### src/logic/udp_pkg.sv
package udp_pkg;

  localparam int WIDE_W        = 512;
  localparam int WIDE_KEEP_W   = WIDE_W / 8;
  localparam int LINK_W        = 256;
  localparam int LINK_KEEP_W   = LINK_W / 8;
  localparam int LEN_W         = 16;
  localparam int MAX_PAYLOAD   = 1024;  // bytes
  localparam int HDR_BYTES     = 42;    // real header, rest of beat is pad
  localparam int RX_FIFO_DEPTH = 32;    // link beats

  localparam logic [47:0] DST_MAC        = 48'h02_0a_35_00_00_02;
  localparam logic [47:0] SRC_MAC        = 48'h02_0a_35_00_00_01;
  localparam logic [15:0] ETHERTYPE_IPV4 = 16'h0800;
  localparam logic [15:0] UDP_SRC_PORT   = 16'd4660;
  localparam logic [15:0] UDP_DST_PORT   = 16'd4661;
  localparam logic [7:0]  IP_VER_IHL     = 8'h45;
  localparam logic [7:0]  IP_PROTO_UDP   = 8'd17;

  // byte offsets inside the header beat, fields are big endian
  localparam int OFF_DST_MAC   = 0;
  localparam int OFF_SRC_MAC   = 6;
  localparam int OFF_ETHERTYPE = 12;
  localparam int OFF_IP_VER    = 14;
  localparam int OFF_IP_LEN    = 16;
  localparam int OFF_IP_PROTO  = 23;
  localparam int OFF_SRC_PORT  = 34;
  localparam int OFF_DST_PORT  = 36;
  localparam int OFF_UDP_LEN   = 38;

  function automatic logic [WIDE_KEEP_W-1:0] keep_from_count(input logic [LEN_W-1:0] cnt);
    logic [WIDE_KEEP_W-1:0] k;
    for (int i = 0; i < WIDE_KEEP_W; i++) begin
      k[i] = (LEN_W'(i) < cnt);
    end
    return k;
  endfunction

  function automatic logic [LEN_W-1:0] count_keep(input logic [WIDE_KEEP_W-1:0] keep);
    logic [LEN_W-1:0] n;
    n = '0;
    for (int i = 0; i < WIDE_KEEP_W; i++) begin
      n = n + LEN_W'(keep[i]);
    end
    return n;
  endfunction

  // byte swap so a 16-bit value lands in wire order
  function automatic logic [15:0] swap16(input logic [15:0] v);
    return {v[7:0], v[15:8]};
  endfunction

endpackage
### src/logic/udp_header_insert.sv
`timescale 1ns/1ps
module udp_header_insert
  import udp_pkg::*;
(
  input  logic                   pkt_clk,
  input  logic                   arst_n,
  input  logic                   in_valid,
  output logic                   in_ready,
  input  logic [WIDE_W-1:0]      in_data,
  input  logic [WIDE_KEEP_W-1:0] in_keep,
  input  logic                   in_last,
  input  logic [LEN_W-1:0]       in_byte_num,
  output logic                   out_valid,
  input  logic                   out_ready,
  output logic [WIDE_W-1:0]      out_data,
  output logic [WIDE_KEEP_W-1:0] out_keep,
  output logic                   out_last
);

  logic              in_frame;  // header already sent for this frame
  logic              out_free;
  logic [WIDE_W-1:0] hdr;

  assign out_free = !out_valid || out_ready;
  assign in_ready = in_frame && out_free;  // header beat holds the payload back

  always_comb begin
    hdr = '0;
    for (int k = 0; k < 6; k++) begin
      hdr[8*(OFF_DST_MAC+k) +: 8] = DST_MAC[8*(5-k) +: 8];
      hdr[8*(OFF_SRC_MAC+k) +: 8] = SRC_MAC[8*(5-k) +: 8];
    end
    hdr[8*OFF_ETHERTYPE +: 16] = swap16(ETHERTYPE_IPV4);
    hdr[8*OFF_IP_VER +: 8]     = IP_VER_IHL;
    hdr[8*OFF_IP_LEN +: 16]    = swap16(in_byte_num + LEN_W'(28));  // ip + udp headers
    hdr[8*OFF_IP_PROTO +: 8]   = IP_PROTO_UDP;
    hdr[8*OFF_SRC_PORT +: 16]  = swap16(UDP_SRC_PORT);
    hdr[8*OFF_DST_PORT +: 16]  = swap16(UDP_DST_PORT);
    hdr[8*OFF_UDP_LEN +: 16]   = swap16(in_byte_num + LEN_W'(8));
  end

  always_ff @(posedge pkt_clk or negedge arst_n) begin
    if (!arst_n) begin
      out_valid <= 1'b0;
      in_frame  <= 1'b0;
    end else if (out_free) begin
      out_valid <= in_valid;
      if (in_valid) begin
        in_frame <= !(in_frame && in_last);  // header opens, last closes
      end
    end
  end

  always_ff @(posedge pkt_clk) begin
    if (out_free && in_valid) begin
      out_data <= in_frame ? in_data : hdr;
      out_keep <= in_frame ? in_keep : '1;
      out_last <= in_frame && in_last;
    end
  end

endmodule

### config.mk
export PLATFORM = sky130hd
export DESIGN_NAME = udp_header_insert
export DESIGN_NICKNAME = d
export VERILOG_FILES = /design/src/logic/udp_pkg.sv /design/src/logic/udp_header_insert.sv
export SDC_FILE = /design/constraint.sdc
export NUM_CORES = 1
export LEC_CHECK = 0
export ABC_AREA = 1
export BUFFER_PORTS_ARGS = -buffer_cell sky130_fd_sc_hd__buf_2
export CORE_AREA = 2 2 459 461
export DETAILED_ROUTE_END_ITERATION = 8
export DIE_AREA = 0 0 461 463
export PLACE_DENSITY = 0.34
export RECOVER_POWER = 50
export SYNTH_ARGS = -nofsm -noshare
export SYNTH_HDL_FRONTEND = slang
export SYNTH_SLANG_ARGS = --single-unit
### constraint.sdc
create_clock -name pkt_clk -period 40 [get_ports pkt_clk]
set_clock_uncertainty 0.2 [all_clocks]
set_input_delay 0 -clock pkt_clk [delete_from_list [all_inputs] [get_ports pkt_clk]]
set_output_delay 0 -clock pkt_clk [all_outputs]
set_load 0.02 [all_outputs]
==> summary.md, run 1 <==
| Metric | Value |
|---|---|
| WHS Path Cells | `4` |
| LEAKAGE | `20.03 nW` |
| Crit. End Element | `flip-flop` |
| Die height | `463 um` |
| Vias per cell | `3.144` |
| Post-Synthesis Cells | `1,832` |
| Final worst slack | `30.96 ns` |
| Crit Path Category | `reg2reg` |
| Final Hold Vio Count | `0` |
| Worst-path fanout max | `141` |
| Finish-stage setup viols | `0` |
| Routed Antenna Nets | `0` |
| Post-synthesis sequential area ratio | `77.02%` |
| # fillers | `approximately 23,000` |
| Most frequent cell after synthesis | `edfxtp_1` |
| Ys async rst share | `0.3454%` |
| Cell variety after synth | `24` |
| RSZ-0062 raised after global routing | `no` |
| Share of cells above drive strength 1 | `18.36%` |
| Synth top area share | `76.80%` |
| Maximum vdd ir drop | `between 0.02 and 0.03 mV` |
| Number of global-route vias before repair | `23,790` |
| Wire length on met2 | `approximately 64,000 um` |
| Req. time, crit path | `40.27 ns` |
| Max Clk Rate | `0.1106 GHz` |
| Die Width | `461 um` |
| Seq cells post-synth | `579` |
| Top cells by area, synth | `edfxtp_1 (77%), nand2_1 (8.9%), inv_1 (7.8%)` |
| Via count | `22,335` |
| Synth area leader | `edfxtp_1` |
| Core area | `208,500 sq um` |
| Antenna violations before repair | `98` |
| Cts repair resizes | `0` |
| Clk Latency, worst-skew pair | `between 0.7 and 0.8 ns` |
| DRT iter0 DRCs | `around 1,100` |
| DRT Pass-1 Iters | `5` |
| Routability congestion estimate from global placement | `0.9020` |
| CTS sink count | `579` |
| Initial Util | `10.82%` |
| Die area | `213,400 sq um` |
| Worst slack, placed | `36.92 ns` |
| Pins over their slew limit | `approximately 470` |
| First-pass GRT wire length | `roughly 190,000 um` |
| Max_slew headroom | `-477.8%` |
| CTS tree | `built` |
| Status | `complete, but fails checks` |
| Pwr/cell area | `41.57 nW/um^2` |
| Nets | `4,803` |
| Number of synthesized flops with an enable pin | `just under 600` |
| Tcrit/Tclk final | `22.60%` |
| Crit Reg-Reg Endpoint | `out_data[139]` |
| Pin count of the biggest net entering global routing | `158` |
| Max-cap violations | `4` |
| H-tree depth | `3` |
| Syn Std Cell Area | `22,560 sq um` |
| Least-Margin Pin Slew | `about 8.7 ns` |
| YS warnings | `0` |
| Pwr Total | `1.890 mW` |
| Reg area | `17,380 sq um` |
| Average wire per standard cell | `20.44 um` |
| Sequential share of power | `40.0%` |
| DRC Markers | `0` |
| Failing checks | `capacitance limit, slew limit` |
| Crit start category | `flip-flop` |
| Met1 Routed Length | `55,550 um` |
| HPWL Detailed | `approximately 110,000 um` |
| NetSw | `0.5694 mW` |
| Highest metal used | `met5` |
| Remaining global-route overflow | `0` |
| Hold endpoint | `out_data[190]` |
| Clock root cell | `clkbuf_16` |
| WL final | `145,300 um` |
| Clock transition at the registers of the reported paths | `0.06 ns` |
| Total Neg Setup Slack | `0 ns` |
| HP Class | `in2reg` |
| Average cell area after synthesis | `between 10 and 15 sq um` |
| Clock share of power | `40.4%` |
| DR WL met3 | `20,620 um` |
| IO buf count | `~1,200` |
| RR Startpoint | `in_frame` |
| CTS max path bufs | `3` |
| Gate power share | `19.6%` |
| Multi-input gate area | `3080 sq um` |
| Worst R2R Setup Slack | `30.96 ns` |
| Area growth syn-to-layout | `101.6%` |
| Pint | `1.321 mW` |
| Post-Syn Nets | `2,433` |
| All-layer global routing usage | `13.13%` |
| R2R cell count | `4` |
| Crit path arrival time | `9.31 ns` |
| Cell row count | `168` |
| Hold Startpoint | `in_data[190]` |
| Switching portion of total power | `between 30% and 40%` |
| Ports | `1,176` |
| Crit path time final | `9.041 ns` |
| Post-synth top flop | `edfxtp_1` |
| CTS buffer count | `between 80 and 90` |
| Synth cell count leaders | `edfxtp_1 (577), nand2_1 (534), inv_1 (469)` |
## per-layer routing
metal / track usage (%) / up-vias
li1: - / 10493
met1: 14.37 / 10440
met2: 20.77 / 1094
met3: 7.810 / 276
met4: 4.759 / 32
met5: 0 / -
## flip-flops by register name, summed over array words and instances, names as in the netlist
| name | flops |
|---|---|
| in_frame | 1 |
| out_keep | 64 |
| out_data | 512 |
| out_last | 1 |
| out_valid | 1 |
## through the flow
stage / hold WS (ns) / instances / util (%) / area [sq um]
2_1_floorplan: -0.4956 / 1832 / - / 22560
3_3_place_gp: -0.3897 / 5754 / 15.24 / 31770
3_5_place_dp: -0.3936 / 5754 / 15.24 / 31770
4_1_cts: 0.00002054 / 7070 / 22.15 / 46180
5_1_grt: 0.01755 / 7091 / 21.79 / 45440
6_report: 0.02378 / 7105 / 21.81 / 45480
## logic make-up after synthesis
kind of cell               count (synthesis)  synth area share, %
and+or+nand+nor                          680                12.70
DFF                                      579                77.02
buffers and inverters                    539                9.328
xor gates and xnor gates                   2              0.07765
adders and majority gates                  4               0.2218
AOI/OAI and AO/OA                         28               0.6544
## power by group through the flow
stage | registers, mW | logic (mW) | clock network, mW
after CTS | 0.753 | 0.387 | 0.800
after floorplan | 0.856 | 0.0829 | 0
after global routing | 0.762 | 0.410 | 0.819
after global placement | 0.764 | 0.285 | 0
after detailed placement | 0.764 | 0.285 | 0
final | 0.757 | 0.371 | 0.763
## repair_timing
action                                  CTS  global route
hold buffers                           1169             0
endpoints found under the hold margin   799             0
buffers inserted                          0             0
## cells in the final DEF (no fill, tap or decap), types with 2 or more instances in the layout
cell / netlist / final
dlygate4sd3_1: 0 / 1169
clkbuf_1: 10 / 598
buf_2: 56 / 597
edfxtp_1: 577 / 577
nand2_1: 534 / 534
inv_1: 469 / 469
clkbuf_16: 0 / 83
or2_2: 48 / 48
or2_1: 50 / 41
diode_2: 0 / 35
nand3_1: 26 / 26
clkinv_2: 0 / 14
o21ai_0: 13 / 13
nor2_1: 10 / 10
or2_0: 0 / 9
a21oi_1: 8 / 8
nand4_1: 7 / 7
bufinv_16: 0 / 7
clkinv_4: 0 / 7
clkinv_1: 0 / 7
buf_4: 1 / 5
ha_1: 4 / 4
clkinvlp_4: 0 / 4
a31oi_1: 3 / 3
o21ai_1: 3 / 3
inv_16: 0 / 3
clkinv_16: 0 / 3
nand2_2: 2 / 2
nor2_2: 2 / 2
xor2_1: 2 / 2
inv_6: 0 / 2
dfrtp_1: 2 / 2
buf_12: 0 / 2
## area by class of cell
cell class,instances,area share (%)
Clock buffer,100,4.707
Timing Repair Buffer,2354,37.27
Inverter,471,3.890
Antenna cell,35,0.1926
Sequential cell,579,38.21
Clock inverter,47,1.244
Tap cell,2805,7.717
Multi-Input combinational cell,714,6.774
## critical path: stages, from the launching register on
cell	delay, ns
dfrtp_1	1.11
clkbuf_1	5.09
buf_4	1.30
o21ai_0	0.19
dlygate4sd3_1	0.58
## worst max path at each step
stage,startpoint,end,slack (ns)
6_report,in_frame,out_data[139],30.96
5_1_grt,in_frame,out_data[139],29.76
4_1_cts,in_frame,out_data[139],36.36
3_5_place_dp,in_frame,out_data[139],36.92
3_3_place_gp,in_frame,out_data[139],36.96
2_1_floorplan,out_valid,in_frame,9.61
(Power assumes the default switching activity.)
==> run 2: changes to the inputs <==
--- a/config.mk
+++ b/config.mk
@@ -7,10 +7,10 @@
 export LEC_CHECK = 0
 export ABC_AREA = 1
 export BUFFER_PORTS_ARGS = -buffer_cell sky130_fd_sc_hd__buf_2
-export CORE_AREA = 2 2 459 461
+export CORE_AREA = 2 2 453 455
 export DETAILED_ROUTE_END_ITERATION = 8
-export DIE_AREA = 0 0 461 463
-export PLACE_DENSITY = 0.34
+export DIE_AREA = 0 0 455 457
+export PLACE_DENSITY = 0.35
 export RECOVER_POWER = 50
 export SYNTH_ARGS = -nofsm -noshare
 export SYNTH_HDL_FRONTEND = slang
==> constraint.sdc (replaced) <==
create_clock -name pkt_clk -period 8.15 [get_ports pkt_clk]
set_clock_uncertainty 0.2 [all_clocks]
set_input_delay 0 -clock pkt_clk [delete_from_list [all_inputs] [get_ports pkt_clk]]
set_output_delay 0 -clock pkt_clk [all_outputs]
set_load 0.02 [all_outputs]
==> run 2 against run 1 <==
Compared with the run above:
- the flow now stops in clock tree synthesis (4_1_cts)
- synthesized area stayed put
- synthesized cell count stayed put
==> summary.md, run 2 <==
| Metric | Value |
|---|---|
| Status | `stopped before the end` |
| Failed at | `clock tree synthesis (4_1_cts)` |
| Tool error | `[ERROR RSZ-0060] Max buffer count reached.` |
| Synth cell count leaders | `edfxtp_1 (577), nand2_1 (534), inv_1 (469)` |
| Routability congestion estimate from global placement | `0.9027` |
| Post-CTS setup buffer count | `0` |
| Die Width | `455 um` |
| Post-Syn Nets | `2,433` |
| Initial Util | `between 10% and 20%` |
| Top cells by area, synth | `edfxtp_1 (77%), nand2_1 (8.9%), inv_1 (7.8%)` |
| CTS sink count | `579` |
| CTS max path bufs | `3` |
| Clock root cell | `clkbuf_16` |
| Post-synthesis sequential area ratio | `77.02%` |
| Synth top area share | `~77%` |
| Average cell area after synthesis | `12.32 sq um` |
| Cell variety after synth | `24` |
| Cell row count | `166` |
| HPWL Detailed | `approximately 110,000 um` |
| Ports | `1,176` |
| Ys async rst share | `less than 1%` |
| Post-Synthesis Cells | `1,832` |
| Hold Buf Count CTS | `1,158` |
| Post-synth top flop | `edfxtp_1` |
| Die height | `457 um` |
| Syn Std Cell Area | `22,560 sq um` |
| Cts repair resizes | `0` |
| H-tree depth | `3` |
| CTS buffer count | `79` |
| IO buf count | `approximately 1,200` |
| Number of synthesized flops with an enable pin | `~580` |
| Most frequent cell after synthesis | `edfxtp_1` |
| YS warnings | `0` |
| Synth area leader | `edfxtp_1` |
| Seq cells post-synth | `579` |
## run 2: cell counts after synthesis
No cell type changed its count.
## run 2: logic make-up after synthesis
group	count (synthesis)	synth area share, %
compound gates	28	0.6544
flops	579	77.02
xor+xnor	2	0.07765
simple gates	680	12.70
fa+ha+maj	4	0.2218
buf+inv	539	9.328
## run 2: metrics by stage
stage	worst slack, ns	area [sq um]	hold WS (ns)	cells
global placement	5.040	31660	-0.4092	5642
floorplan	-2.500	22570	-0.4956	1832
detailed placement	4.951	31660	-0.4117	5642
==> run 3: changes to the inputs <==
--- a/config.mk
+++ b/config.mk
@@ -7,10 +7,10 @@
 export LEC_CHECK = 0
 export ABC_AREA = 1
 export BUFFER_PORTS_ARGS = -buffer_cell sky130_fd_sc_hd__buf_2
-export CORE_AREA = 2 2 453 455
+export CORE_AREA = 2 2 459 461
 export DETAILED_ROUTE_END_ITERATION = 8
-export DIE_AREA = 0 0 455 457
-export PLACE_DENSITY = 0.35
+export DIE_AREA = 0 0 461 463
+export PLACE_DENSITY_LB_ADDON = 0.15
 export RECOVER_POWER = 50
 export SYNTH_ARGS = -nofsm -noshare
 export SYNTH_HDL_FRONTEND = slang
==> constraint.sdc (replaced) <==
create_clock -name pkt_clk -period 10.6 [get_ports pkt_clk]
set_clock_uncertainty 0.2 [all_clocks]
set_input_delay 0 -clock pkt_clk [delete_from_list [all_inputs] [get_ports pkt_clk]]
set_output_delay 0 -clock pkt_clk [all_outputs]
set_load 0.02 [all_outputs]
==> run 3 against run 2 <==
Compared with the run above:
- the flow now finishes, with violations (capacitance limit, slew limit)
==> summary.md, run 3 (synthesis gave the netlist of run 1 again) <==
| Metric | Value |
|---|---|
| Fin Hold WS | `0.04697 ns` |
| Post-route cell area | `45,390 sq um` |
| Regs by FF count | `out_data: 512 flops, out_keep: 64 flops` |
| Placement Cell Area | `between 30,000 and 40,000 sq um` |
| Max-cap violations | `5` |
| Initial Util | `10.82%` |
| Tcrit/Tclk final | `a little under three fifths` |
| Finish-stage setup viols | `0` |
| All-layer global routing usage | `11.74%` |
| Routed Antenna Nets | `0` |
| Final Hold Vio Count | `0` |
| CTS buffer count | `between 80 and 90` |
| Maximum vdd ir drop | `0.1133 mV` |
| Via count | `21,968` |
| WHS Path Cells | `3` |
| WL final | `130,100 um` |
| Hold Buf Count CTS | `between 1,000 and 1,500` |
| H-tree depth | `3` |
| CTS max path bufs | `3` |
| DRT Pass-1 Iters | `7` |
| Crit path time final | `5.847 ns` |
| Top reg by flops | `out_data` |
| Crit path largest cell delay | `2.09 ns` |
| Die height | `463 um` |
| First-pass GRT wire length | `177,000 um` |
| Number of global-route vias before repair | `23,446` |
| Die area | `about 210,000 sq um` |
| CP max-delay cell | `clkbuf_1` |
| Max_slew headroom | `-93.68%` |
| Failing checks | `capacitance limit, slew limit` |
| HPWL Detailed | `99,440 um` |
| Least-Margin Pin Slew | `slightly below 3 ns` |
| Post-CTS setup buffer count | `0` |
| Area growth syn-to-layout | `101.2%` |
| Crit-path cells | `clkbuf_1, buf_4, buf_4, nand2_1, inv_1` |
| CTS tree | `built` |
| R2R cell count | `5` |
| Crit. End Element | `flip-flop` |
| Cts repair resizes | `0` |
| Nets | `4,815` |
| Clock transition at the registers of the reported paths | `0.06 ns` |
| Crit start category | `flip-flop` |
| Max reg flops | `~510` |
| Req. time, crit path | `10.95 ns` |
| Total Neg Setup Slack | `0 ns` |
| Commonest cells after routing, fill and taps aside | `dlygate4sd3_1 (1,173), clkbuf_1 (605), buf_2 (596)` |
| Fin cells | `7,104` |
| HP Class | `in2reg` |
| IO buf count | `around 1,200` |
| Share of cells above drive strength 1 | `a little under a fifth` |
| Crit path arrival time | `6.20 ns` |
| DRC Markers | `0` |
| LEAKAGE | `20.03 nW` |
| Die Width | `461 um` |
| Clock root cell | `clkbuf_16` |
| Cell row count | `168` |
| Most common cell after layout, fill and taps aside | `dlygate4sd3_1` |
| Remaining global-route overflow | `0` |
| Average wire per standard cell | `between 15 and 20 um` |
| Worst-path fanout max | `63` |
| Routability congestion estimate from global placement | `0.8312` |
| Pins over their slew limit | `243` |
| Core area | `approximately 210,000 sq um` |
| CP most frequent cell | `buf_4` |
| Pwr/cell area | `152.6 nW/um^2` |
| Antenna violations before repair | `54` |
| Pwr Total | `6.927 mW` |
| Ports | `1,176` |
| DRT iter0 DRCs | `970` |
| Max Clk Rate | `between 0.15 and 0.2 GHz` |
| Pin count of the biggest net entering global routing | `172` |
| Crit Path Category | `reg2reg` |
| Vias per cell | `3.092` |
| Placed insts | `around 5,800` |
| CTS sink count | `579` |
| Clk Latency, worst-skew pair | `0.70 ns` |
| Status | `complete, but fails checks` |
| RSZ-0062 raised after global routing | `no` |
-- run 3: critical path, delay by kind of cell, from the launching register on --
| kind | cells | cell delay, ns |
|---|---|---|
| buf+inv | 4 | 3.72 |
| flops | 1 | 1.55 |
| simple gates | 1 | 0.12 |
-- run 3: power by group --
group | internal, mW | switching (mW) | leakage [nW]
logic | 0.552 | 0.797 | 13.2
clock network | 1.54 | 1.19 | 1.25
registers | 2.77 | 0.0766 | 5.58
total | 4.86 | 2.07 | 20.0
-- run 3: path summary, 6_finish.rpt --
path	slack, ns	to	startpoint
setup reg to reg	4.75	out_data[270]	in_frame
max in group asynchronous	9.86	out_valid	arst_n
hold / removal	0.05	out_data[88]	in_data[88]
min in group asynchronous	0.14	out_valid	arst_n
hold reg to reg	0.70	out_data[9]	out_valid
setup / recovery	4.75	out_data[270]	in_frame
-- run 3: area by class of cell --
type	count	area, sq um
antenna	20	50.05
clock buffer	106	2185
clock inverter	44	381.6
fill	23272	163100
inverter	471	1770
multi-input combinational	714	3080
sequential	579	17380
tap	2805	3510
timing repair buffer	2365	17040
-- run 3: through the flow --
| step | util, % | worst slack (ns) |
|---|---|---|
| after floorplan | - | -0.05019 |
| after global placement | 15.24 | 6.858 |
| after detailed placement | 15.24 | 6.905 |
| after CTS | 22.11 | 6.465 |
| after global routing | 21.76 | 3.940 |
| final | 21.77 | 4.753 |
-- run 3: routing by layer --
layer	vias to the layer above	wire [um]	track usage, %
met5	-	139	0
met4	22	3436	3.840
met3	191	14350	5.495
met2	922	61540	19.63
met1	10326	50610	13.07
li1	10507	-	-
==> run 4: changes to the inputs <==
==> constraint.sdc (replaced) <==
create_clock -name pkt_clk -period 5.9 [get_ports pkt_clk]
set_clock_uncertainty 0.2 [all_clocks]
set_input_delay 0 -clock pkt_clk [delete_from_list [all_inputs] [get_ports pkt_clk]]
set_output_delay 0 -clock pkt_clk [all_outputs]
set_load 0.02 [all_outputs]
==> run 4 against run 3 <==
Compared with the run above:
- the flow still finishes with violations (capacitance limit, slew limit)
- worst setup slack lost 2.8 ns
- first-iteration DRC count grew 10%
- sequential cell count is the same
- combinational power grew 81%
- cell count is essentially flat
- critical path depth grew 2
- wire length shrank 0.23%
- core utilization grew 0.088 points
- via count shrank 0.22%
- worst hold slack gained 0.0099 ns
- critical endpoint is now out_data[218]
- largest cell class unchanged
- highest routed layer unchanged
==> summary.md, run 4 (synthesis gave the netlist of run 1 again) <==
| Metric | Value |
|---|---|
| Final Hold Vio Count | `0` |
| Clock transition at the registers of the reported paths | `0.06 ns` |
| HPWL Detailed | `98,310 um` |
| Share of cells above drive strength 1 | `18.47%` |
| RSZ-0062 raised after global routing | `no` |
| Die height | `463 um` |
| Crit. End Element | `flip-flop` |
| Least-Margin Pin Slew | `2.346 ns` |
| Initial Util | `a little over a tenth` |
| Top reg by flops | `out_data` |
| Routed Antenna Nets | `0` |
| Clock root cell | `clkbuf_16` |
| Remaining global-route overflow | `0` |
| Fin Hold WS | `0.05691 ns` |
| WL final | `129,800 um` |
| Average wire per standard cell | `18.28 um` |
| CP most frequent cell | `dlygate4sd3_1` |
| Crit path arrival time | `4.02 ns` |
| CP max-delay cell | `clkbuf_1` |
| Max_slew headroom | `-56.43%` |
| Crit path largest cell delay | `1.68 ns` |
| Die Width | `~460 um` |
| Pins over their slew limit | `between 50 and 60` |
| Crit start category | `input port` |
| Die area | `213,400 sq um` |
| CTS buffer count | `between 80 and 90` |
| Via count | `21,920` |
| Cell row count | `168` |
| DRT iter0 DRCs | `between 1,000 and 1,500` |
| # fillers | `23,206` |
| DRC Markers | `0` |
| Regs by FF count | `out_data: 512 flops, out_keep: 64 flops` |
| Max reg flops | `between 500 and 600` |
| First-pass GRT wire length | `177,300 um` |
| Most common cell after layout, fill and taps aside | `dlygate4sd3_1` |
| Failing checks | `capacitance limit, slew limit` |
| Crit path time final | `3.898 ns` |
| Pin count of the biggest net entering global routing | `between 100 and 150` |
| Finish-stage setup viols | `0` |
| CTS max path bufs | `3` |
| CTS tree | `built` |
| Reg area | `17,380 sq um` |
| Core area | `208,500 sq um` |
| Crit Path Category | `in2reg` |
| Tcrit/Tclk final | `66.07%` |
| Cts repair resizes | `0` |
| Number of global-route vias before repair | `23,503` |
| IO buf count | `1,175` |
| Req. time, crit path | `6.02 ns` |
| Pwr Total | `12.70 mW` |
| Clk Latency, worst-skew pair | `0.71 ns` |
| Pwr/cell area | `between 200 and 300 nW/um^2` |
| Antenna violations before repair | `54` |
| Post-CTS setup buffer count | `0` |
| Max-cap violations | `2` |
| H-tree depth | `3` |
| LEAKAGE | `20.07 nW` |
| Hold Buf Count CTS | `1,169` |
| Maximum vdd ir drop | `0.1895 mV` |
| Nets | `4,808` |
| Ports | `1,176` |
| Multi-input gate area | `3092 sq um` |
| Worst path bufs/invs | `6` |
| Crit-path cells | `dlygate4sd3_1, buf_2, dlygate4sd3_1, inv_1, a21oi_4, clkbuf_1, buf_12` |
| Status | `complete, but fails checks` |
| Area growth syn-to-layout | `102.0%` |
| DRT Pass-1 Iters | `5` |
| Max Clk Rate | `approximately 0.26 GHz` |
| CTS sink count | `579` |
| Commonest cells after routing, fill and taps aside | `dlygate4sd3_1 (1,169), clkbuf_1 (597), buf_2 (597)` |
| Worst-path fanout max | `between 100 and 150` |
| Vias per cell | `~3.1` |
| Routability congestion estimate from global placement | `between 0.8 and 0.9` |
| HP Class | `in2reg` |
| All-layer global routing usage | `11.76%` |
| Crit-path leading delay family | `buffers and inverters` |
[run 4: changes by cell type in the layout (fill, tap and decap cells not counted), sizes merged]
cell and change:
bufinv +5, clkbuf -9, clkinv -1, clkinvlp +6, diode +2, dlygate4sd3 -4
inv -4
[run 4: report_power, final]
part           internal, mW  total [mW]  leakage [nW]  switching (mW)
Clock                  2.96        5.17          1.31            2.21
Sequential             4.98        5.10          5.58           0.121
Combinational         0.983        2.44          13.2            1.46
Total                  8.92        12.7          20.1            3.78
[run 4: area by class of cell]
| class | count | share of cell area, % |
|---|---|---|
| sequential | 579 | 38.13 |
| timing repair buffer | 2358 | 37.40 |
| tap | 2805 | 7.701 |
| multi-input combinational | 714 | 6.784 |
| clock buffer | 100 | 4.698 |
| inverter | 471 | 3.885 |
| clock inverter | 50 | 1.279 |
| antenna | 22 | 0.1208 |
[run 4: layer usage]
metal,routed length (um),global-route usage [%]
met1,51380,13.24
met2,60370,19.43
met3,14330,5.332
met4,3601,4.213
met5,100,0
[run 4: per-stage QoR]
stage / setup slack, ns / util [%] / setup TNS [ns] / std cells / area, sq um
floorplan: -4.750 / - / -2707.39 / 1832 / 22570
global route: 1.799 / 21.85 / 0 / 7095 / 45560
global placement: 3.139 / 15.26 / 0 / 5758 / 31830
finish: 2.002 / 21.86 / 0 / 7099 / 45570
detailed placement: 3.124 / 15.26 / 0 / 5758 / 31830
CTS: 2.571 / 22.18 / 0 / 7077 / 46250
[run 4: path summary, 6_finish.rpt]
| kind | startpoint | end | slack, ns | depth (start not counted) |
|---|---|---|---|---|
| worst max-delay path | in_valid | out_data[218] | 2.00 | 7 |
| worst min register to register | out_valid | out_valid | 0.90 | 3 |
| min in group asynchronous | arst_n | in_frame | 0.58 | 4 |
| worst min-delay path | in_keep[51] | out_keep[51] | 0.06 | 3 |
| worst max register to register | out_valid | out_data[218] | 2.11 | 3 |
| max in group asynchronous | arst_n | out_valid | 4.75 | 4 |
[run 4: worst reg2reg max path, delay by kind of cell, from the launching register on]
family,cells,cell delay (ns)
AO/OA/AOI/OAI,1,0.16
flip-flops,1,0.44
buffers and inverters,2,2.19
